--- config.mk ---
export PLATFORM = sky130hd
export DESIGN_NAME = chipdma_top
export DESIGN_NICKNAME = d
export VERILOG_FILES = /design/src/chipdma_pkg.sv /design/src/beam_counter.sv /design/src/dma_control_regs.sv /design/src/disk_dma.sv /design/src/sprite_dma.sv /design/src/fill_dma.sv /design/src/slot_arbiter.sv /design/src/chipdma_top.sv
export SDC_FILE = /design/constraint.sdc
export NUM_CORES = 1
export LEC_CHECK = 0
export BUFFER_PORTS_ARGS = -buffer_cell sky130_fd_sc_hd__buf_2
export CORE_UTILIZATION = 35
export DETAILED_ROUTE_END_ITERATION = 8
export SETUP_SLACK_MARGIN = 0.2
export SYNTH_ARGS = -nofsm -noshare
export SYNTH_HDL_FRONTEND = slang
export SYNTH_SLANG_ARGS = --single-unit
--- constraint.sdc ---
create_clock -name clk -period 2.93 [get_ports clk]
set_input_delay 0.293 -clock clk [delete_from_list [all_inputs] [get_ports clk]]
set_output_delay 0.293 -clock clk [all_outputs]
set_load 0.005 [all_outputs]
--- src/chipdma_pkg.sv ---
// chip DMA shared definitions: register map, bus structs, DMACON layout and slot timing
package chipdma_pkg;

  // ----------------------------------------
  // register word addresses, bits 8..1 of the byte address
  localparam logic [7:0] REG_DMACONR = 8'h01;  // dma control readback
  localparam logic [7:0] REG_DSKPTH  = 8'h10;  // disk pointer, bits 19..16
  localparam logic [7:0] REG_DSKPTL  = 8'h11;  // disk pointer, bits 15..0
  localparam logic [7:0] REG_FILPTH  = 8'h28;  // fill pointer high
  localparam logic [7:0] REG_FILPTL  = 8'h29;  // fill pointer low
  localparam logic [7:0] REG_FILDAT  = 8'h2A;  // constant fill word
  localparam logic [7:0] REG_FILLEN  = 8'h2B;  // word count, write starts the fill
  localparam logic [7:0] REG_DMACON  = 8'h4B;  // set/clear control write
  localparam logic [7:0] REG_SPRPTH  = 8'h90;  // sprite pointer high
  localparam logic [7:0] REG_SPRPTL  = 8'h91;  // sprite pointer low
  localparam logic [7:0] REG_NONE    = 8'hFF;  // idle register bus

  // ----------------------------------------
  // bus structs
  typedef struct packed {
    logic [8:0] hpos;  // horizontal beam position
    logic [8:0] vpos;  // line number
  } beam_t;

  typedef struct packed {
    logic [19:0] addr;      // chip word address
    logic [7:0]  reg_addr;  // register the fetched word goes to
    logic        we;        // memory write cycle
    logic [15:0] wdata;     // write data
  } dma_bus_t;

  typedef struct packed {
    logic [7:0]  reg_addr;  // REG_NONE when the cpu is not on the register bus
    logic        wr;        // write strobe
    logic [15:0] data;      // cpu data word
  } cpu_reg_t;

  // DMACON as the cpu writes it, bit 15 selects set or clear
  typedef struct packed {
    logic       setclr;    // 1 sets, 0 clears the named bits
    logic [4:0] reserved;
    logic       master;    // bit 9
    logic [1:0] unused;
    logic       fil;       // bit 6
    logic       spr;       // bit 5
    logic       dsk;       // bit 4
    logic [3:0] spare;
  } dmacon_fields_t;

  typedef union packed {
    logic [15:0]    raw;     // plain data view
    dmacon_fields_t fields;  // set/clear view
  } dmacon_word_u;

  localparam logic [15:0] DMACON_MASK = 16'h03FF;  // bits held by the control register

  typedef struct packed {
    logic dsk;
    logic spr;
    logic fil;
  } dma_en_t;  // already and-ed with master

  // ----------------------------------------
  // slot timing, indexed by hpos
  localparam logic [1:0] SLOT_DISK     = 2'd3;          // hpos[1:0] of the disk slot
  localparam logic [1:0] SLOT_SPR      = 2'd1;          // hpos[1:0] of the sprite slot
  localparam logic [7:0] REFRESH_SLOTS = 8'b1010_1010;  // bit n set: hpos n is refresh
  localparam logic [8:0] SPR_FIRST     = 9'd16;         // sprite window opens here
  localparam int         SPR_WORDS     = 4;             // sprite words per line

endpackage

--- src/beam_counter.sv ---
// beam counter: horizontal and vertical position with start-of-line and start-of-frame pulses
module beam_counter
#(
  parameter int H_TOTAL = 64,  // cycles per line
  parameter int V_TOTAL = 8    // lines per frame
)
(
  input  logic               clk,
  input  logic               reset,
  output chipdma_pkg::beam_t beam,
  output logic               sol,   // high during the last cycle of a line
  output logic               sof    // high during the last cycle of a frame
);

  logic last_col;   // hpos at end of line
  logic last_line;  // vpos at end of frame

  assign last_col  = beam.hpos == 9'(H_TOTAL - 1);
  assign last_line = beam.vpos == 9'(V_TOTAL - 1);

  // ----------------------------------------
  // position counters
  always_ff @(posedge clk)
  begin
    if (reset)
      beam <= '0;
    else if (last_col)
    begin
      beam.hpos <= '0;                              // wrap to next line
      beam.vpos <= last_line ? '0 : beam.vpos + 9'd1;
    end
    else
      beam.hpos <= beam.hpos + 9'd1;
  end

  // pulses lead the new line/frame by one cycle
  assign sol = last_col;
  assign sof = last_col && last_line;

  // line length never exceeds the configured total
  hpos_in_range: assert property (@(posedge clk) disable iff (reset)
    beam.hpos < 9'(H_TOTAL));

endmodule

--- src/dma_control_regs.sv ---
// DMA control register: DMACON set/clear write, DMACONR readback, gated channel enables
module dma_control_regs
(
  input  logic                  clk,
  input  logic                  reset,
  input  chipdma_pkg::cpu_reg_t cpu,
  input  logic                  fill_busy,  // fill engine still has words to write
  output chipdma_pkg::dma_en_t  en,
  output logic [15:0]           rdata       // zero unless DMACONR is addressed
);

  chipdma_pkg::dmacon_word_u wr_word;  // incoming cpu word
  chipdma_pkg::dmacon_word_u dmacon;   // held control bits
  logic [15:0]               wr_mask;  // bits named by the write
  logic                      dmacon_wr;

  assign wr_word   = cpu.data;
  assign wr_mask   = wr_word.raw & chipdma_pkg::DMACON_MASK;  // setclr bit never stored
  assign dmacon_wr = cpu.wr && cpu.reg_addr == chipdma_pkg::REG_DMACON;

  // ----------------------------------------
  // set/clear write
  always_ff @(posedge clk)
  begin
    if (reset)
      dmacon <= '0;                        // all channels off
    else if (dmacon_wr)
    begin
      if (wr_word.fields.setclr)
        dmacon.raw <= dmacon.raw | wr_mask;   // set named bits
      else
        dmacon.raw <= dmacon.raw & ~wr_mask;  // clear named bits
    end
  end

  // channel enables only count while master is on
  assign en.dsk = dmacon.fields.dsk & dmacon.fields.master;
  assign en.spr = dmacon.fields.spr & dmacon.fields.master;
  assign en.fil = dmacon.fields.fil & dmacon.fields.master;

  // ----------------------------------------
  // readback, busy flag sits in bit 14
  always_comb
  begin
    if (cpu.reg_addr == chipdma_pkg::REG_DMACONR)
      rdata = {1'b0, fill_busy, 4'b0000, dmacon.raw[9:0]};
    else
      rdata = 16'h0000;  // or-able onto a shared read bus
  end

endmodule

--- src/disk_dma.sv ---
// disk DMA: disk pointer register and fixed-slot transfer engine
module disk_dma
(
  input  logic                  clk,
  input  logic                  reset,
  input  chipdma_pkg::cpu_reg_t cpu,
  input  chipdma_pkg::beam_t    beam,
  input  logic                  disk_req,  // word ready from the disk controller
  input  logic                  enable,
  output logic                  dma,       // disk owns the bus this cycle
  output chipdma_pkg::dma_bus_t bus
);

  localparam logic [15:0] DSK_WORD = 16'hD15C;  // word written by each disk transfer

  logic [19:0] ptr;  // next chip word to write
  logic        pth_wr;
  logic        ptl_wr;

  assign pth_wr = cpu.wr && cpu.reg_addr == chipdma_pkg::REG_DSKPTH;
  assign ptl_wr = cpu.wr && cpu.reg_addr == chipdma_pkg::REG_DSKPTL;

  // fixed slot, nothing above disk so no ack needed
  assign dma = enable && disk_req && beam.hpos[1:0] == chipdma_pkg::SLOT_DISK;

  // ----------------------------------------
  // pointer, cpu load wins over increment
  always_ff @(posedge clk)
  begin
    if (reset)
      ptr <= '0;
    else if (pth_wr)
      ptr[19:16] <= cpu.data[3:0];  // only 4 high bits exist
    else if (ptl_wr)
      ptr[15:0] <= cpu.data;
    else if (dma)
      ptr <= ptr + 20'd1;            // one word per transfer
  end

  // disk cycles are memory writes with no register target
  always_comb
  begin
    bus.addr     = ptr;
    bus.reg_addr = chipdma_pkg::REG_NONE;
    bus.we       = 1'b1;
    bus.wdata    = DSK_WORD;
  end

endmodule

--- src/sprite_dma.sv ---
// sprite DMA: sprite pointer register and per-line fetch burst over request/acknowledge
module sprite_dma
(
  input  logic                  clk,
  input  logic                  reset,
  input  chipdma_pkg::cpu_reg_t cpu,
  input  chipdma_pkg::beam_t    beam,
  input  logic                  sof,     // reload working pointer
  input  logic                  enable,
  output logic                  req,
  input  logic                  ack,
  output chipdma_pkg::dma_bus_t bus
);

  localparam int CNT_W = $clog2(chipdma_pkg::SPR_WORDS + 1);

  logic [19:0]      spr_pt;     // cpu loaded base pointer
  logic [19:0]      fetch_pt;   // working pointer, walks through the frame
  logic [CNT_W-1:0] word_cnt;   // words fetched on this line
  logic             in_window;  // sprite slot inside the fetch window
  logic             xfer;

  assign in_window = beam.hpos >= chipdma_pkg::SPR_FIRST &&
                     beam.hpos[1:0] == chipdma_pkg::SLOT_SPR;
  assign req  = enable && in_window && word_cnt != CNT_W'(chipdma_pkg::SPR_WORDS);
  assign xfer = req && ack;  // one word moved

  // ----------------------------------------
  // cpu pointer register
  always_ff @(posedge clk)
  begin
    if (reset)
      spr_pt <= '0;
    else if (cpu.wr && cpu.reg_addr == chipdma_pkg::REG_SPRPTH)
      spr_pt[19:16] <= cpu.data[3:0];
    else if (cpu.wr && cpu.reg_addr == chipdma_pkg::REG_SPRPTL)
      spr_pt[15:0] <= cpu.data;
  end

  // working pointer and line count
  always_ff @(posedge clk)
  begin
    if (reset)
    begin
      fetch_pt <= '0;
      word_cnt <= '0;
    end
    else
    begin
      if (sof)
        fetch_pt <= spr_pt;               // restart at top of frame
      else if (xfer)
        fetch_pt <= fetch_pt + 20'd1;
      if (beam.hpos < chipdma_pkg::SPR_FIRST)
        word_cnt <= '0;                   // rearm before the window
      else if (xfer)
        word_cnt <= word_cnt + 1'b1;
    end
  end

  always_comb
  begin
    bus.addr     = fetch_pt;
    bus.reg_addr = chipdma_pkg::REG_SPRPTL;  // sprite data register target
    bus.we       = 1'b0;                     // reads only
    bus.wdata    = 16'h0000;
  end

endmodule

--- src/fill_dma.sv ---
// block-fill DMA: writes a constant word over a range and pulses a done interrupt
module fill_dma
(
  input  logic                  clk,
  input  logic                  reset,
  input  chipdma_pkg::cpu_reg_t cpu,
  input  logic                  enable,
  output logic                  req,
  input  logic                  ack,
  output logic                  busy,      // words still to write
  output logic                  int_fill,  // one cycle after the last word
  output chipdma_pkg::dma_bus_t bus
);

  logic [19:0] fil_pt;     // next word to write
  logic [15:0] fil_dat;    // constant fill word
  logic [15:0] remaining;  // words left
  logic        xfer;       // word moved this cycle
  logic        last_word;
  logic        len_wr;

  assign len_wr    = cpu.wr && cpu.reg_addr == chipdma_pkg::REG_FILLEN;
  assign busy      = remaining != 16'd0;
  assign req       = busy && enable;       // held until acked
  assign xfer      = req && ack;
  assign last_word = xfer && remaining == 16'd1;

  // ----------------------------------------
  // pointer, cpu load has priority
  always_ff @(posedge clk)
  begin
    if (reset)
      fil_pt <= '0;
    else if (cpu.wr && cpu.reg_addr == chipdma_pkg::REG_FILPTH)
      fil_pt[19:16] <= cpu.data[3:0];
    else if (cpu.wr && cpu.reg_addr == chipdma_pkg::REG_FILPTL)
      fil_pt[15:0] <= cpu.data;
    else if (xfer)
      fil_pt <= fil_pt + 20'd1;
  end

  always_ff @(posedge clk)
  begin
    if (cpu.wr && cpu.reg_addr == chipdma_pkg::REG_FILDAT)
      fil_dat <= cpu.data;
  end

  // ----------------------------------------
  // word count and done pulse
  always_ff @(posedge clk)
  begin
    if (reset)
    begin
      remaining <= '0;
      int_fill  <= 1'b0;
    end
    else
    begin
      int_fill <= last_word;
      if (len_wr)
        remaining <= cpu.data;           // first req next cycle
      else if (xfer)
        remaining <= remaining - 16'd1;
    end
  end

  always_comb
  begin
    bus.addr     = fil_pt;
    bus.reg_addr = chipdma_pkg::REG_NONE;
    bus.we       = 1'b1;
    bus.wdata    = fil_dat;
  end

  // the arbiter only grants a pending request
  ack_needs_req: assert property (@(posedge clk) disable iff (reset) ack |-> req);

endmodule

--- src/slot_arbiter.sv ---
// slot arbiter: fixed-priority chip bus mux with the fill slowdown counter
module slot_arbiter
#(
  parameter int BLS_CNT_MAX = 3  // denied cycles before fill is locked out
)
(
  input  logic                  clk,
  input  logic                  reset,
  input  chipdma_pkg::beam_t    beam,
  input  chipdma_pkg::cpu_reg_t cpu,
  input  logic                  bls,      // cpu wants the bus back
  input  logic                  dma_dsk,  // disk has taken its slot
  input  chipdma_pkg::dma_bus_t dsk_bus,
  input  logic                  spr_req,
  input  chipdma_pkg::dma_bus_t spr_bus,
  input  logic                  fil_req,
  input  chipdma_pkg::dma_bus_t fil_bus,
  output logic                  spr_ack,
  output logic                  fil_ack,
  output chipdma_pkg::dma_bus_t out_bus,
  output logic                  dbr       // chipset owns the bus
);

  localparam int BLS_W = (BLS_CNT_MAX < 1) ? 1 : $clog2(BLS_CNT_MAX + 1);

  logic [BLS_W-1:0] bls_cnt;     // denied fill cycles while bls holds
  logic             dma_ref;     // refresh slot
  logic             fil_block;   // slowdown limit reached
  logic             fil_denied;

  // refresh takes the odd cycles at the start of each line
  assign dma_ref   = beam.hpos < 9'd8 && chipdma_pkg::REFRESH_SLOTS[beam.hpos[2:0]];
  assign fil_block = bls_cnt == BLS_W'(BLS_CNT_MAX);

  // ----------------------------------------
  // priority mux, first match wins
  always_comb
  begin
    spr_ack = 1'b0;
    fil_ack = 1'b0;
    dbr     = 1'b1;
    out_bus = '0;
    if (dma_dsk)
      out_bus = dsk_bus;                            // disk overrides everything
    else if (dma_ref)
      out_bus.reg_addr = chipdma_pkg::REG_NONE;     // address 0, no target
    else if (spr_req)
    begin
      spr_ack = 1'b1;
      out_bus = spr_bus;
    end
    else if (fil_req && !fil_block)
    begin
      fil_ack = 1'b1;
      out_bus = fil_bus;
    end
    else
    begin
      dbr              = 1'b0;                      // bus free for the cpu
      out_bus.reg_addr = cpu.reg_addr;              // cpu register access passes
    end
  end

  // ----------------------------------------
  // slowdown counter
  assign fil_denied = fil_req && !fil_ack;

  always_ff @(posedge clk)
  begin
    if (reset)
      bls_cnt <= '0;
    else if (!bls)
      bls_cnt <= '0;                     // cpu satisfied, release fill
    else if (fil_denied && !fil_block)
      bls_cnt <= bls_cnt + 1'b1;         // saturates at the limit
  end

  // sprite and fill never share a cycle
  one_ack: assert property (@(posedge clk) disable iff (reset) !(spr_ack && fil_ack));

endmodule

--- src/chipdma_top.sv ---
// chip DMA controller top: cpu register bus decode and block interconnect
module chipdma_top
#(
  parameter int H_TOTAL     = 64,
  parameter int V_TOTAL     = 8,
  parameter int BLS_CNT_MAX = 3
)
(
  input  logic        clk,
  input  logic        reset,
  input  logic        aen,              // register bank select
  input  logic        rd,
  input  logic        wr,
  input  logic [7:0]  address_in,       // register word address
  input  logic [15:0] data_in,
  input  logic        disk_req,
  input  logic        bls,
  output logic [15:0] data_out,
  output logic [19:0] address_out,      // chip word address
  output logic [7:0]  reg_address_out,
  output logic        dbr,
  output logic        dbwe,
  output logic [15:0] dma_wdata,
  output logic        sol,
  output logic        sof,
  output logic        int_fill
);

  chipdma_pkg::cpu_reg_t cpu;
  chipdma_pkg::beam_t    beam;
  chipdma_pkg::dma_en_t  en;
  chipdma_pkg::dma_bus_t dsk_bus;
  chipdma_pkg::dma_bus_t spr_bus;
  chipdma_pkg::dma_bus_t fil_bus;
  chipdma_pkg::dma_bus_t out_bus;
  logic                  dma_dsk;
  logic                  spr_req;
  logic                  spr_ack;
  logic                  fil_req;
  logic                  fil_ack;
  logic                  fil_busy;

  // cpu decode, idle bus reads as REG_NONE
  assign cpu.reg_addr = (aen && (rd || wr)) ? address_in : chipdma_pkg::REG_NONE;
  assign cpu.wr       = aen && wr;
  assign cpu.data     = data_in;

  beam_counter #(.H_TOTAL(H_TOTAL), .V_TOTAL(V_TOTAL)) u_beam
    (.clk(clk), .reset(reset), .beam(beam), .sol(sol), .sof(sof));

  dma_control_regs u_ctrl
    (.clk(clk), .reset(reset), .cpu(cpu), .fill_busy(fil_busy), .en(en), .rdata(data_out));

  disk_dma u_dsk
    (.clk(clk), .reset(reset), .cpu(cpu), .beam(beam), .disk_req(disk_req),
     .enable(en.dsk), .dma(dma_dsk), .bus(dsk_bus));

  sprite_dma u_spr
    (.clk(clk), .reset(reset), .cpu(cpu), .beam(beam), .sof(sof), .enable(en.spr),
     .req(spr_req), .ack(spr_ack), .bus(spr_bus));

  fill_dma u_fil
    (.clk(clk), .reset(reset), .cpu(cpu), .enable(en.fil), .req(fil_req), .ack(fil_ack),
     .busy(fil_busy), .int_fill(int_fill), .bus(fil_bus));

  slot_arbiter #(.BLS_CNT_MAX(BLS_CNT_MAX)) u_arb
    (.clk(clk), .reset(reset), .beam(beam), .cpu(cpu), .bls(bls), .dma_dsk(dma_dsk),
     .dsk_bus(dsk_bus), .spr_req(spr_req), .spr_bus(spr_bus), .fil_req(fil_req),
     .fil_bus(fil_bus), .spr_ack(spr_ack), .fil_ack(fil_ack), .out_bus(out_bus), .dbr(dbr));

  // granted owner onto the pins
  assign address_out     = out_bus.addr;
  assign reg_address_out = out_bus.reg_addr;
  assign dbwe            = out_bus.we;
  assign dma_wdata       = out_bus.wdata;

endmodule

After elaboration in Yosys (flattened, before gate mapping). Memory sizes are Yosys's and may differ from the RTL's. A register that Yosys moved wholly into a read port is not among the register bits. Index checks and enable logic that the tools add are counted.

Flip-flop bits (word level): 152. ROM bits: 8. Input port bits: 31. Output and inout port bits: 65. Memories: 1.

Memory list: (name not given) (depth 8, bits a word 1, read ports 1, clocked after memory_dff 1, write ports 0, line slot_arbiter.sv:32) `assign dma_ref = beam.hpos < 9'd8 && chipdma_pkg::REFRESH_SLOTS[beam.hpos[2:0]];`.

$add $sub $neg: 8. $lt $le $gt $ge: 4. Eq/ne operators: 19. Muxes and demuxes: 36. Bitwise operators: 10. Reductions and logical operators: 43.

Operators with widths (count): $mux 20 (6); $mux 45 (2); $mux 16 (5); $add 20x1->20 const B (3); $mux 17 (2); $eq 8x6->1 const B (4); $logic_and 1x1->1 (25); $mux 8 (3); $add 9x1->9 const B (2); $and 16x16->16 (1); $eq 16x1->1 const B (1); $eq 8x5->1 const B (2); $eq 8x8->1 const B (2); $mux 4 (4); $not 10->16 (1); $or 16x10->16 (1); $reduce_bool 16->1 (1); $sub 16x1->16 const B (1); $mux 15 (1); $reduce_bool 2->1 (6); $mux 1 (11); $reduce_and 2->1 (5); $eq 9x3->1 const B (1); $eq 9x6->1 const B (1); 19 further kinds (29).

Logic depth before layout (Yosys ltp). Gate-level depths: netlist of the first run.

Depth after elaboration: 11. Mapped depth: 10. Gate-level depth less buffers: 8.

Hierarchy. A second synthesis of the first run with hierarchy kept.

Cells, all modules: 1088. Area, all modules: 9658.0 um^2.

By module, submodules not included: fill_dma (times used 1, cells an instance 309, area each 2901.5 um^2, seq. area each 1221.2 um^2); sprite_dma (times used 1, cells an instance 290, area each 2541.2 um^2, seq. area each 860.8 um^2); disk_dma (times used 1, cells an instance 173, area each 1468.9 um^2, seq. area each 400.4 um^2); slot_arbiter (times used 1, cells an instance 138, area each 1153.6 um^2, seq. area each 40.0 um^2); beam_counter (times used 1, cells an instance 93, area each 824.5 um^2, seq. area each 360.3 um^2); dma_control_regs (times used 1, cells an instance 75, area each 701.9 um^2, seq. area each 200.2 um^2); chipdma_top (times used 1, cells an instance 10, area each 66.3 um^2, seq. area each 0.0 um^2).

Worst setup path before layout of the first run. Ideal clock, no wire load.

Kind: flip-flop to output port. Start point: register u_spr.word_cnt[0]. End point: output address_out[5]. Data arrival time: 2.200 ns. Required time: 2.637 ns. Setup slack: 0.437 ns. Stages on the path, launching flop included: 10. Buffers on the path: 2. Path through: dfxtp_1 > inv_1 > ha_1 > nand2_1 > nand4_1 > nor3_1 > clkbuf_1 > clkbuf_1 > a22oi_1 > nand2_1.

Longest elaborated chain between the ends: 5.

Ends and longest elaborated chain: start, declared (line sprite_dma.sv:19) `logic [CNT_W-1:0] word_cnt;`; start signal, assigned (line sprite_dma.sv:57) `word_cnt <= word_cnt + 1'b1;`; $ne 3x3->1 (line sprite_dma.sv:25) `assign req = enable && in_window && word_cnt != CNT_W'(chipdma_pkg::SPR_WORDS);`; $logic_and 1x1->1 (line sprite_dma.sv:25); $mux 45 (line slot_arbiter.sv:47) `else if (spr_req)`; $mux 20 (line slot_arbiter.sv:45) `else if (dma_ref)`; $mux 45 (line slot_arbiter.sv:43) `if (dma_dsk)`; end, declared (line chipdma_top.sv:19) `output logic [19:0] address_out,`.

Every way passes these cells.

Worst setup path after layout of the first run.
Start point: register, netlist name u_beam.beam[17]. End point: output address_out[12].

Longest elaborated chain between the ends: 7.

Ends and longest elaborated chain: $ge 9x5->1 (line sprite_dma.sv:23) `assign in_window = beam.hpos >= chipdma_pkg::SPR_FIRST &&`; $logic_and 1x1->1 (line sprite_dma.sv:23); $logic_and 1x1->1 (2 in series) (line sprite_dma.sv:25); $mux 45 (line slot_arbiter.sv:47); $mux 20 (*) (line slot_arbiter.sv:45); $mux 45 (*) (line slot_arbiter.sv:43).

Mark *: on every way between the ends. The rest lies on a longest branch, timed or not.

==> impl_metrics.prom, run 1 <==
# TYPE chip_impl_metric gauge
chip_impl_metric{name="setup_ws_post_layout",unit="ns"} -0.0443
chip_impl_metric{name="routed_wirelength",unit="microns"} 25600
chip_impl_metric{name="holdPathStages",unit=""} 3
chip_impl_metric{name="antenna_violating_nets_post_route",unit=""} 0
chip_impl_metric{name="fp.dieW",unit="microns"} 152
chip_impl_metric{name="antenna_cells_inserted",unit=""} 0
chip_impl_metric{name="postSynthRegisterBits",unit=""} 146
chip_impl_metric{name="tritoncts_num_sinks",unit=""} 146
chip_impl_metric{name="synth.distinct_cells",unit=""} 71
chip_impl_metric{name="finalMaxSlewViolations",unit=""} 0
chip_impl_metric{name="place_congestion",unit=""} 0.921
chip_impl_metric{name="worstPathRequired",unit="ns"} 2.64
chip_impl_info{name="regToRegStartpoint",value="u_beam.beam[17]"} 1
chip_impl_metric{name="globalRouteTotalUtil",unit="%"} 22.0
chip_impl_metric{name="avgSynthCellArea",unit="sq um"} 8.37
chip_impl_metric{name="setup_viol",unit=""} 7
chip_impl_metric{name="num-nets-final",unit=""} 1091
chip_impl_metric{name="die-area",unit="sq um"} 23200
chip_impl_info{name="worst_setup_ep_type",value="output port"} 1
chip_impl_metric{name="critPathMaxFanout",unit=""} 7
chip_impl_metric{name="share_clk_of_total_power",unit="%"} 50.2
chip_impl_metric{name="power.sequential.fraction",unit="%"} 45.3
chip_impl_metric{name="ys_warn_count",unit=""} 0
chip_impl_metric{name="max-cap-violations",unit=""} 0
chip_impl_info{name="cp-start-kind",value="register"} 1
chip_impl_metric{name="place_inst",unit=""} 1283
chip_impl_metric{name="layout-area-overhead-vs-synth",unit="%"} 22.6
chip_impl_metric{name="slew_headroom",unit="%"} 58.3
chip_impl_metric{name="critical_path.max_stage_delay",unit="ns"} 0.50
chip_impl_metric{name="fillCellCount",unit=""} 2137
chip_impl_metric{name="pwr-share-comb",unit="%"} 4.4
chip_impl_metric{name="firstDrtPassIters",unit=""} 8
chip_impl_info{name="cp_slowest_cell",value="or4b_4"} 1
chip_impl_metric{name="yosysSeqAreaShare",unit="%"} 39.0
chip_impl_metric{name="place_hpwl",unit="microns"} 17300
chip_impl_metric{name="synthCells",unit=""} 944
chip_impl_info{name="clk_root_buffer_cell",value="clkbuf_16"} 1
chip_impl_info{name="cp_cell_sequence",value="or3_4 -> or4b_4 -> o211ai_1 -> buf_4 -> nor2_4 -> buf_4 -> a222oi_1 -> inv_1 -> buf_2"} 1
chip_impl_metric{name="vdd_ir_drop_max",unit="uV"} 320
chip_impl_metric{name="cts.reportedPaths.clkPinSlew",unit="ns"} 0.06
chip_impl_metric{name="timing_worst_slew_pin_value",unit="ns"} 0.626
chip_impl_metric{name="clk_latency",unit="ns"} 0.43
chip_impl_metric{name="cellInternalPower",unit="W"} 0.00344
chip_impl_metric{name="max_clock_freq",unit="GHz"} 0.336
chip_impl_metric{name="rows",unit=""} 54
chip_impl_metric{name="finalHoldViolCount",unit=""} 0
chip_impl_metric{name="static-leakage-power",unit="nW"} 3.82
chip_impl_info{name="worst_hold_path.endpoint",value="u_arb.bls_cnt[1]"} 1
chip_impl_metric{name="detail_route.drc_violations",unit=""} 10
chip_impl_metric{name="num_vias",unit=""} 7631
chip_impl_metric{name="worst_reg_to_reg_path_cell_count",unit=""} 9
chip_impl_metric{name="power.switching",unit="W"} 0.00103
chip_impl_metric{name="layout-drive-gt1-share",unit="%"} 21.5
chip_impl_info{name="status",value="finished, violations left"} 1
chip_impl_metric{name="global_route_wire_length_before_repair",unit="microns"} 39600
chip_impl_info{name="critPathMostFrequentCell",value="buf_4"} 1
chip_impl_metric{name="power.density",unit="nW/um^2"} 462
chip_impl_metric{name="design.core.area",unit="sq um"} 22000
chip_impl_metric{name="grt_max_degree",unit=""} 54
chip_impl_info{name="timing.setup.critical_path_class",value="register to output port"} 1
chip_impl_info{name="unrepaired_setup_endpoints_after_global_routing",value="true"} 1
chip_impl_metric{name="floorplan.initialDensity",unit="%"} 36.0
chip_impl_info{name="clock_tree_from_tritoncts",value="done"} 1
chip_impl_metric{name="count_of_boundary_i_o_pins",unit=""} 96
chip_impl_metric{name="final_cell_count_no_fill",unit=""} 1340
chip_impl_metric{name="viasPerCell",unit=""} 5.69
chip_impl_metric{name="share_of_the_core_filled_with_cells",unit="%"} 44.1
chip_impl_metric{name="grt_remaining_overflow",unit=""} 0
chip_impl_metric{name="die_height",unit="microns"} 152
chip_impl_info{name="rr_endpoint",value="u_fil.remaining[11]"} 1
chip_impl_metric{name="r2r_setup_slack",unit="ns"} 0.27
chip_impl_metric{name="portBuffers",unit=""} 90
chip_impl_metric{name="timing.final.crit_period",unit="ns"} 2.97
chip_impl_metric{name="detail_route.iter0.violations",unit=""} 691
chip_impl_metric{name="number_of_flops_mapped_to_enable_cells_by_yosys",unit=""} 16
chip_impl_metric{name="cts_max_path_buffers",unit=""} 2
chip_impl_metric{name="worst_clock_skew",unit="ns"} 0.00653
chip_impl_metric{name="avgRoutedWirePerCell",unit="microns"} 19.1
chip_impl_metric{name="async_reset_ff_share",unit="%"} 0
chip_impl_metric{name="mappedNetlistArea",unit="sq um"} 7900
chip_impl_metric{name="clock_buffer_count_from_cts",unit=""} 17
chip_impl_metric{name="grt_antenna_before_repair",unit=""} 0
chip_impl_metric{name="period_share",unit="%"} 102
chip_impl_metric{name="cts-htree-levels",unit=""} 4
chip_impl_info{name="failing_checks",value="design-rule violations, negative setup slack"} 1
chip_impl_info{name="worstHoldPathType",value="primary input to register"} 1
chip_impl_metric{name="first_global_vias",unit=""} 6848
chip_impl_info{name="synth_top_flop_cell",value="dfxtp_1"} 1
chip_impl_info{name="hold_path.startpoint",value="bls"} 1
chip_impl_metric{name="netSwitchingFraction",unit="%"} 23.1
chip_impl_metric{name="cp.arrival",unit="ns"} 2.68
worst max-delay path by stage:
stage / startpoint / end / cells past startpoint
after floorplan: u_spr.word_cnt[0] / address_out[5] / 9
final: u_beam.beam[17] / address_out[12] / 9
after global routing: u_beam.beam[17] / address_out[1] / 8
after global placement: u_fil.remaining[9] / address_out[1] / 7
after CTS: u_beam.beam[17] / address_out[1] / 8
after detailed placement: u_fil.remaining[9] / address_out[1] / 7
logic make-up (layout without fill, tap and decap cells):
family | count (synthesis) | count (layout) | share of synthesized area (%)
other cells | 1 | 5 | 0.0475
mux | 31 | 31 | 3.93
flops | 146 | 146 | 39.0
buf+inv | 98 | 209 | 5.28
xor+xnor | 48 | 48 | 5.32
simple gates | 418 | 419 | 27.1
fa+ha+maj | 13 | 13 | 2.06
compound gates | 189 | 189 | 17.3
layout make-up:
| class | instances | area (sq um) | area share (%) |
|---|---|---|---|
| Multi-Input combinational cell | 705 | 4580 | 47.3 |
| Sequential cell | 146 | 3090 | 31.9 |
| Timing Repair Buffer | 149 | 961 | 9.92 |
| Clock buffer | 20 | 447 | 4.61 |
| Tap cell | 280 | 350 | 3.62 |
| Clock inverter | 12 | 155 | 1.60 |
| Inverter | 28 | 105 | 1.09 |
power by group through the flow:
stage / Combinational (W) / Sequential [W] / Clock (W)
after floorplan: 0.0000853 / 0.00207 / 0
after global placement: 0.000181 / 0.00207 / 0
after detailed placement: 0.000183 / 0.00207 / 0
after CTS: 0.000193 / 0.00203 / 0.00228
after global routing: 0.000208 / 0.00203 / 0.00238
final: 0.000198 / 0.00203 / 0.00225
cell usage after synthesis, types with 8 or more instances:
master	instances	area share, %
or3_1	17	1.3
edfxtp_1	16	6.1
nand2_1	86	4.1
nor3_1	32	2.0
and2_1	17	1.3
o21ai_0	28	1.8
buf_2	9	0.57
xnor2_1	20	2.2
a222oi_1	12	1.5
and4_1	8	0.89
a311oi_1	16	1.8
a21oi_1	28	1.8
nand3_1	42	2.7
inv_1	27	1.3
nor2_1	117	5.6
o21a_1	8	0.76
a22oi_1	9	0.86
xor2_1	28	3.1
clkbuf_1	52	2.5
and3_1	22	1.7
dfxtp_1	130	33
ha_1	13	2.1
a211oi_1	41	3.9
nand4_1	29	2.3
mux2i_1	31	3.9
repair_timing:
action                                  4_1_cts  5_1_grt
gates cloned                                  2        0
buffers inserted                             17        6
endpoints found under the setup margin       46       51
resized for setup                            28       30
hold buffers                                  0        0
pin swaps                                    11        9
sequential cells by signal (all words and copies together) (netlist names), named ones only:
| signal | flops |
|---|---|
| u_arb.bls_cnt | 2 |
| u_beam.beam | 18 |
| u_dsk.ptr | 20 |
| u_fil.fil_dat | 16 |
| u_fil.fil_pt | 20 |
| u_fil.int_fill | 1 |
| u_fil.remaining | 16 |
| u_spr.fetch_pt | 20 |
| u_spr.spr_pt | 20 |
| u_spr.word_cnt | 3 |
worst max-delay path, delay by kind of cell, from the launching register on:
| family | cells | cell delay, ns |
|---|---|---|
| AOI/OAI and AO/OA | 2 | 0.43 |
| buffers and inverters | 4 | 0.53 |
| DFF | 1 | 0.32 |
| and+or+nand+nor | 3 | 0.95 |
per-stage QoR:
step	setup slack [ns]	hold slack (ns)	cell area (sq um)	power, W	TNS [ns]
detailed placement	0.256	0.444	8670	0.00225	0
global placement	0.339	0.438	8670	0.00225	0
floorplan	0.437	0.392	7910	0.00216	0
CTS	-0.102	0.128	9520	0.00450	-0.375
finish	-0.0443	0.135	9680	0.00447	-0.193
global route	-0.217	0.137	9680	0.00461	-1.97
per-layer routing:
metal / share of wire (%) / global-route usage (%) / up-vias
met5: 0 / 0 / -
met2: 46 / 34.9 / 323
met3: 7.6 / 4.32 / 43
met1: 44 / 29.9 / 3610
li1: - / - / 3655
met4: 2.1 / 7.09 / 0
layout by cell type, fill, tap and decap left out, types with 5 or more instances in the layout:
cell type,Yosys,final
nand2_1,86,71
and2_1,17,17
a21oi_1,28,28
buf_6,2,6
or4_1,6,5
edfxtp_1,16,16
clkbuf_16,0,17
nand2_4,0,7
nor4b_1,5,5
nor3_1,32,29
and4_1,8,8
conb_1,1,5
a31oi_1,6,6
o21a_1,8,8
a222oi_1,12,12
a32o_1,5,5
xnor2_1,20,20
dfxtp_2,0,5
o22ai_1,6,6
mux2i_1,31,31
nand4_1,29,29
buf_4,6,55
a211oi_1,41,41
xor2_1,28,28
o21ai_0,28,28
a22oi_1,9,9
nand3_1,42,40
nand2b_1,5,5
nor2_1,117,113
dfxtp_1,130,125
and3_1,22,22
ha_1,13,13
inv_1,27,27
nand2_2,1,9
or3_1,17,17
a311oi_1,16,16
buf_2,9,85
Note: power is estimated with default switching activity, not from simulation.
==> run 2: changes to the inputs <==
--- a/config.mk
+++ b/config.mk
@@ -5,7 +5,7 @@
 export SDC_FILE = /design/constraint.sdc
 export NUM_CORES = 1
 export LEC_CHECK = 0
-export BUFFER_PORTS_ARGS = -buffer_cell sky130_fd_sc_hd__buf_2
+export BUFFER_PORTS_ARGS = -buffer_cell sky130_fd_sc_hd__buf_4
 export CORE_UTILIZATION = 35
 export DETAILED_ROUTE_END_ITERATION = 8
 export SETUP_SLACK_MARGIN = 0.2
==> run 2 against run 1 <==
Effect of this change:
- the run still ends with design-rule violations, negative setup slack left
- combinational power is 15% higher
- via count is 0.30% higher
- power is 5.0% lower
- global-route usage is 0.18 points higher
- utilization is 1.3 points higher
- register-to-register slack hardly changed
- clock power is 11% lower
- critical path type unchanged
- critical endpoint is now address_out[1]
==> impl_metrics.prom, run 2 (synthesis results as in run 1) <==
# TYPE chip_impl_metric gauge
chip_impl_info{name="status",value="finished, violations left"} 1
chip_impl_info{name="failing_checks",value="design-rule violations, negative setup slack"} 1
chip_impl_metric{name="fin_tns_setup",unit="ns"} -0.161
chip_impl_metric{name="rows",unit=""} 54
chip_impl_metric{name="setup_viol",unit=""} 5
chip_impl_metric{name="layout-drive-gt1-share",unit="%"} 22.3
chip_impl_metric{name="worstPathRequired",unit="ns"} 2.64
chip_impl_info{name="worstHoldPathType",value="primary input to register"} 1
chip_impl_metric{name="avgRoutedWirePerCell",unit="microns"} 19.3
chip_impl_metric{name="place_inst",unit=""} 1284
chip_impl_info{name="critPathMostFrequentCell",value="buf_4"} 1
chip_impl_metric{name="floorplan.initialDensity",unit="%"} 36.0
chip_impl_metric{name="cellInternalPower",unit="W"} 0.00325
chip_impl_metric{name="cts-htree-levels",unit=""} 4
chip_impl_info{name="cp-start-kind",value="register"} 1
chip_impl_metric{name="count_of_boundary_i_o_pins",unit=""} 96
chip_impl_metric{name="power.density",unit="nW/um^2"} 426
chip_impl_metric{name="static-leakage-power",unit="nW"} 3.82
chip_impl_metric{name="netSwitchingFraction",unit="%"} 23.6
chip_impl_metric{name="cts.reportedPaths.clkPinSlew",unit="ns"} 0.06
chip_impl_metric{name="fillCellCount",unit=""} 2139
chip_impl_metric{name="layout-area-overhead-vs-synth",unit="%"} 26.3
chip_impl_info{name="cp_cell_sequence",value="or3_4 -> or4b_4 -> o211ai_1 -> buf_4 -> nor2_4 -> a222oi_1 -> inv_1 -> buf_4"} 1
chip_impl_metric{name="dpl_cell_area",unit="sq um"} 8910
chip_impl_metric{name="timing.final.crit_period",unit="ns"} 2.98
chip_impl_metric{name="finalHoldViolCount",unit=""} 0
chip_impl_metric{name="share_clk_of_total_power",unit="%"} 47.0
chip_impl_info{name="unrepaired_setup_endpoints_after_global_routing",value="true"} 1
chip_impl_metric{name="critPathMaxFanout",unit=""} 8
chip_impl_metric{name="place_congestion",unit=""} 0.939
chip_impl_metric{name="slew_headroom",unit="%"} 56.7
chip_impl_info{name="worst_setup_ep_type",value="output port"} 1
chip_impl_metric{name="max_clock_freq",unit="GHz"} 0.335
chip_impl_metric{name="period_share",unit="%"} 102
chip_impl_metric{name="grt_remaining_overflow",unit=""} 0
chip_impl_metric{name="portBuffers",unit=""} 90
chip_impl_metric{name="max-cap-violations",unit=""} 0
chip_impl_info{name="layout.cells.most_common",value="buf_4"} 1
chip_impl_metric{name="finalMaxSlewViolations",unit=""} 0
chip_impl_metric{name="antenna_violating_nets_post_route",unit=""} 0
chip_impl_metric{name="worst_reg_to_reg_path_cell_count",unit=""} 12
chip_impl_info{name="clock_tree_from_tritoncts",value="done"} 1
chip_impl_metric{name="grt_max_degree",unit=""} 54
chip_impl_metric{name="viasPerCell",unit=""} 5.66
chip_impl_metric{name="cp.arrival",unit="ns"} 2.69
chip_impl_metric{name="cts_max_path_buffers",unit=""} 2
chip_impl_metric{name="die_height",unit="microns"} 152
chip_impl_info{name="timing.setup.critical_path_class",value="register to output port"} 1
chip_impl_metric{name="fp.dieW",unit="microns"} 152
chip_impl_metric{name="tritoncts_num_sinks",unit=""} 146
chip_impl_metric{name="grt_antenna_before_repair",unit=""} 0
chip_impl_metric{name="clk_latency",unit="ns"} 0.43
chip_impl_metric{name="ctsHoldBuffers",unit=""} 0
chip_impl_metric{name="detail_route.drc_violations",unit=""} 10
chip_impl_metric{name="critical_path.max_stage_delay",unit="ns"} 0.50
chip_impl_metric{name="final_cell_count_no_fill",unit=""} 1352
chip_impl_metric{name="routed_wirelength",unit="microns"} 26100
chip_impl_metric{name="power.sequential.fraction",unit="%"} 47.7
chip_impl_metric{name="num-nets-final",unit=""} 1103
chip_impl_metric{name="timing_worst_slew_pin_value",unit="ns"} 0.649
chip_impl_metric{name="holdPathStages",unit=""} 1
chip_impl_metric{name="antenna_cells_inserted",unit=""} 0
chip_impl_metric{name="detail_route.iter0.violations",unit=""} 868
chip_impl_metric{name="vdd_ir_drop_max",unit="uV"} 254
chip_impl_metric{name="post-route-cell-area",unit="sq um"} 9980
chip_impl_metric{name="design.core.area",unit="sq um"} 22000
chip_impl_metric{name="globalRouteTotalUtil",unit="%"} 22.2
chip_impl_metric{name="preCtsSetupSlack",unit="ns"} 0.282
chip_impl_metric{name="num_vias",unit=""} 7654
chip_impl_metric{name="firstDrtPassIters",unit=""} 8
chip_impl_metric{name="worst_clock_skew",unit="ns"} 0.0171
chip_impl_metric{name="power.switching",unit="W"} 0.00100
chip_impl_metric{name="clock_buffer_count_from_cts",unit=""} 17
chip_impl_metric{name="first_global_vias",unit=""} 6995
chip_impl_info{name="final_cell_mix",value="buf_4, dfxtp_1, nor2_1"} 1
chip_impl_metric{name="place_hpwl",unit="microns"} 17200
chip_impl_metric{name="setup_ws_post_layout",unit="ns"} -0.0547
chip_impl_metric{name="die-area",unit="sq um"} 23200
chip_impl_info{name="cp_slowest_cell",value="or4b_4"} 1
chip_impl_info{name="clk_root_buffer_cell",value="clkbuf_16"} 1
chip_impl_metric{name="global_route_wire_length_before_repair",unit="microns"} 39800
chip_impl_metric{name="pwr-share-comb",unit="%"} 5.4
## run 2: worst max-delay path, delay by kind of cell, from the launching register on
kind / cells / cell delay [ns]
buffers and inverters: 3 / 0.43
flip-flops: 1 / 0.32
AO/OA/AOI/OAI: 2 / 0.55
AND/OR/NAND/NOR: 3 / 0.96
## run 2: layout make-up
class	instances	area, sq um	area share, %
Timing Repair Buffer	160	1300	13.0
Tap cell	280	350	3.51
Multi-Input combinational cell	706	4600	46.1
Clock buffer	19	433	4.34
Sequential cell	146	3090	31.0
Clock inverter	13	95.1	0.953
Inverter	28	105	1.05
## run 2: repair_timing
action                                 4_1_cts  5_1_grt
pin swaps                                   14       14
setup buffers                               16       16
setup endpoints to repair                   46       59
resized for setup                           25       50
endpoints found under the hold margin        0        0
cloned                                       1        3
## run 2: stage by stage
| step | hold WS, ns | power [W] | util, % |
|---|---|---|---|
| 3_3_place_gp | 0.442 | 0.00227 | 40.6 |
| 2_1_floorplan | 0.392 | 0.00216 | - |
| 6_report | 0.110 | 0.00425 | 45.4 |
| 4_1_cts | 0.0965 | 0.00426 | 44.0 |
| 5_1_grt | 0.0983 | 0.00438 | 45.4 |
| 3_5_place_dp | 0.445 | 0.00227 | 40.6 |
## run 2: power by group through the flow
stage                     registers, W  clock network, W  logic (W)
after floorplan                0.00207                 0  0.0000853
after global placement         0.00207                 0   0.000199
after detailed placement       0.00207                 0   0.000199
after CTS                      0.00203           0.00202   0.000210
after global routing           0.00203           0.00211   0.000240
final                          0.00203           0.00200   0.000228
## run 2: worst paths after layout
check,startpoint,end,slack (ns)
worst min register to register,register,register,0.45
worst min-delay path,data_in[13],u_fil.fil_dat[13],0.11
worst max-delay path,u_beam.beam[17],address_out[1],-0.05
worst max register to register,u_fil.remaining[3],u_fil.fil_pt[16],0.27
## run 2: metal layers
layer / part of all wire, % / GRT usage, % / up-vias
met3: 7.7 / 4.66 / 48
met4: 3.1 / 9.57 / 0
met2: 45 / 34.1 / 313
met1: 45 / 30.0 / 3603
li1: - / - / 3690
met5: 0 / 0 / -
==> run 3: changes to the inputs <==
--- a/config.mk
+++ b/config.mk
@@ -9,6 +9,7 @@
 export CORE_UTILIZATION = 35
 export DETAILED_ROUTE_END_ITERATION = 8
 export SETUP_SLACK_MARGIN = 0.2
+export SKIP_LAST_GASP = 1
 export SYNTH_ARGS = -nofsm -noshare
 export SYNTH_HDL_FRONTEND = slang
 export SYNTH_SLANG_ARGS = --single-unit
==> run 3 against run 2 <==
Effect of this change:
- the flow still finishes with violations (design-rule violations, negative setup slack)
- combinational power about the same
- design area is 0.21% lower
- die area did not move
- wire length grew 0.13%
- sequential power about the same
- sequential share of layout area up 0.091 points
- cell count unchanged
- clock-buffer cell count did not move
- critical path depth did not move
- register-to-register slack worse by 0.03 ns
==> impl_metrics.prom, run 3 (synthesis results as in run 1) <==
# TYPE chip_impl_metric gauge
chip_impl_metric{name="firstDrtPassIters",unit=""} 7
chip_impl_metric{name="globalRouteTotalUtil",unit="%"} 22.2
chip_impl_info{name="clock_tree_from_tritoncts",value="done"} 1
chip_impl_info{name="clk_root_buffer_cell",value="clkbuf_16"} 1
chip_impl_info{name="unrepaired_setup_endpoints_after_global_routing",value="true"} 1
chip_impl_info{name="timing.setup.critical_path_class",value="register to output port"} 1
chip_impl_metric{name="rows",unit=""} 54
chip_impl_metric{name="num_vias",unit=""} 7669
chip_impl_metric{name="setup_viol",unit=""} 5
chip_impl_info{name="cp_cell_sequence",value="or3_4 -> or4b_4 -> o211ai_1 -> buf_4 -> nor2_4 -> a222oi_1 -> inv_1 -> buf_4"} 1
chip_impl_metric{name="die_height",unit="microns"} 152
chip_impl_metric{name="routed_wirelength",unit="microns"} 26100
chip_impl_info{name="topRoutingLayerUsed",value="met4"} 1
chip_impl_metric{name="floorplan.initialDensity",unit="%"} 36.0
chip_impl_metric{name="place_congestion",unit=""} 0.939
chip_impl_metric{name="worst_clock_skew",unit="ns"} 0.00904
chip_impl_info{name="failing_checks",value="design-rule violations, negative setup slack"} 1
chip_impl_info{name="critPathTopFamily",value="simple AND/OR/NAND/NOR gates"} 1
chip_impl_metric{name="grt_antenna_before_repair",unit=""} 0
chip_impl_metric{name="grt_remaining_overflow",unit=""} 0
chip_impl_metric{name="ctsHoldBuffers",unit=""} 0
chip_impl_metric{name="place_inst",unit=""} 1284
chip_impl_info{name="final_cell_mix",value="buf_4, dfxtp_1, nor2_1"} 1
chip_impl_metric{name="finalHoldViolCount",unit=""} 0
chip_impl_metric{name="period_share",unit="%"} 102
chip_impl_metric{name="viasPerCell",unit=""} 5.67
chip_impl_metric{name="detailroute.wirelength.met2",unit="microns"} 11700
chip_impl_metric{name="num-nets-final",unit=""} 1103
chip_impl_metric{name="cts_max_path_buffers",unit=""} 2
chip_impl_metric{name="global_route_wire_length_before_repair",unit="microns"} 39800
chip_impl_metric{name="route.layer.met1.wl",unit="microns"} 11700
chip_impl_metric{name="tritoncts_num_sinks",unit=""} 146
chip_impl_info{name="regToRegStartpoint",value="u_fil.remaining[2]"} 1
chip_impl_metric{name="place_hpwl",unit="microns"} 17200
chip_impl_metric{name="cts-htree-levels",unit=""} 4
chip_impl_metric{name="vdd_ir_drop_max",unit="uV"} 253
chip_impl_metric{name="hold_ws",unit="ns"} 0.100
chip_impl_metric{name="cts.reportedPaths.clkPinSlew",unit="ns"} 0.06
chip_impl_info{name="critPathMostFrequentCell",value="buf_4"} 1
chip_impl_metric{name="finalMaxSlewViolations",unit=""} 0
chip_impl_metric{name="layout-drive-gt1-share",unit="%"} 22.5
chip_impl_metric{name="worstPathRequired",unit="ns"} 2.64
chip_impl_metric{name="crit_buf_inv",unit=""} 3
chip_impl_metric{name="critical_path.max_stage_delay",unit="ns"} 0.50
chip_impl_metric{name="timing.final.crit_period",unit="ns"} 2.98
chip_impl_info{name="layout.cells.most_common",value="buf_4"} 1
chip_impl_metric{name="critPathMaxFanout",unit=""} 8
chip_impl_metric{name="antenna_violating_nets_post_route",unit=""} 0
chip_impl_metric{name="max-cap-violations",unit=""} 0
chip_impl_metric{name="power.density",unit="nW/um^2"} 427
chip_impl_metric{name="clk_latency",unit="ns"} 0.43
chip_impl_metric{name="grt_max_degree",unit=""} 54
chip_impl_metric{name="slew_headroom",unit="%"} 56.3
chip_impl_metric{name="fillCellCount",unit=""} 2148
chip_impl_metric{name="final_cell_count_no_fill",unit=""} 1352
chip_impl_metric{name="max_clock_freq",unit="GHz"} 0.335
chip_impl_metric{name="detail_route.iter0.violations",unit=""} 802
chip_impl_metric{name="setup_ws_post_layout",unit="ns"} -0.0523
chip_impl_info{name="worstHoldPathType",value="primary input to register"} 1
chip_impl_metric{name="clock_buffer_count_from_cts",unit=""} 17
chip_impl_info{name="crit_path_from",value="u_beam.beam[17]"} 1
chip_impl_metric{name="avgRoutedWirePerCell",unit="microns"} 19.3
chip_impl_metric{name="antenna_cells_inserted",unit=""} 0
chip_impl_info{name="status",value="finished, violations left"} 1
chip_impl_metric{name="fp.dieW",unit="microns"} 152
chip_impl_metric{name="share_of_the_core_filled_with_cells",unit="%"} 45.3
chip_impl_metric{name="design.core.area",unit="sq um"} 22000
chip_impl_metric{name="detail_route.drc_violations",unit=""} 10
chip_impl_metric{name="cp.arrival",unit="ns"} 2.69
chip_impl_info{name="cp-start-kind",value="register"} 1
chip_impl_metric{name="first_global_vias",unit=""} 7004
chip_impl_info{name="worst_setup_ep_type",value="output port"} 1
chip_impl_metric{name="static-leakage-power",unit="nW"} 3.81
chip_impl_metric{name="die-area",unit="sq um"} 23200
chip_impl_info{name="hold_path.startpoint",value="data_in[13]"} 1
chip_impl_metric{name="wl_met3",unit="microns"} 1970
chip_impl_metric{name="timing_worst_slew_pin_value",unit="ns"} 0.656
chip_impl_info{name="cp_slowest_cell",value="or4b_4"} 1
chip_impl_metric{name="portBuffers",unit=""} 90
chip_impl_metric{name="count_of_boundary_i_o_pins",unit=""} 96
chip_impl_metric{name="layout-area-overhead-vs-synth",unit="%"} 26.0
## run 3: cell count changes in the layout (fill, tap and decap cells not counted), sizes merged
cell	previous run	this run
clkbuf	19	20
buf	160	159
## run 3: power by group
part           switching [W]  leakage (nW)  internal, W
Clock               0.000855         0.260      0.00115
Combinational       0.000151          2.36    0.0000747
Sequential        0.00000458          1.20      0.00202
## run 3: cell type report
class,instances,area (sq um),area share [%]
inverter,28,105,1.06
clock buffer,19,433,4.35
clock inverter,13,95.1,0.955
timing repair buffer,160,1260,12.7
tap,280,350,3.52
multi-input combinational,706,4610,46.3
sequential,146,3100,31.1
## run 3: path summary, 6_finish.rpt
check,cells after the start,slack [ns],endpoint
max,8,-0.05,address_out[1]
min,1,0.10,u_fil.fil_dat[13]
max reg2reg,12,0.24,u_fil.remaining[11]
min reg2reg,2,0.45,register
## run 3: routing by layer
| metal | GRT usage, % | vias to the layer above |
|---|---|---|
| met5 | 0 | - |
| met4 | 9.57 | 0 |
| met3 | 4.66 | 45 |
| met2 | 34.1 | 309 |
| met1 | 30.0 | 3618 |
| li1 | - | 3697 |
## run 3: worst reg2reg max path, cell delays in order, from the launching register on
cell	delay (ns)
dfxtp_2	0.36
or4_4	0.15
nor4_4	0.04
buf_4	0.13
buf_4	0.13
buf_4	0.13
buf_4	0.15
a311oi_4	0.30
buf_6	0.18
buf_8	0.15
nand4_1	0.16
or4_4	0.46
a311oi_2	0.26
## run 3: per-stage QoR
stage | instance area [sq um] | worst slack, ns | TNS, ns | power, W
floorplan | 7910 | 0.437 | 0 | 0.00216
global placement | 8910 | 0.300 | 0 | 0.00227
detailed placement | 8910 | 0.282 | 0 | 0.00227
CTS | 9650 | -0.101 | -0.400 | 0.00426
global route | 9950 | -0.185 | -2.02 | 0.00438
finish | 9950 | -0.0523 | -0.138 | 0.00426
## run 3: repair_timing
action,CTS,global route
pin swaps,14,13
buffers inserted,16,15
setup endpoints to repair,46,59
resized for setup,19,50
cloned,1,4
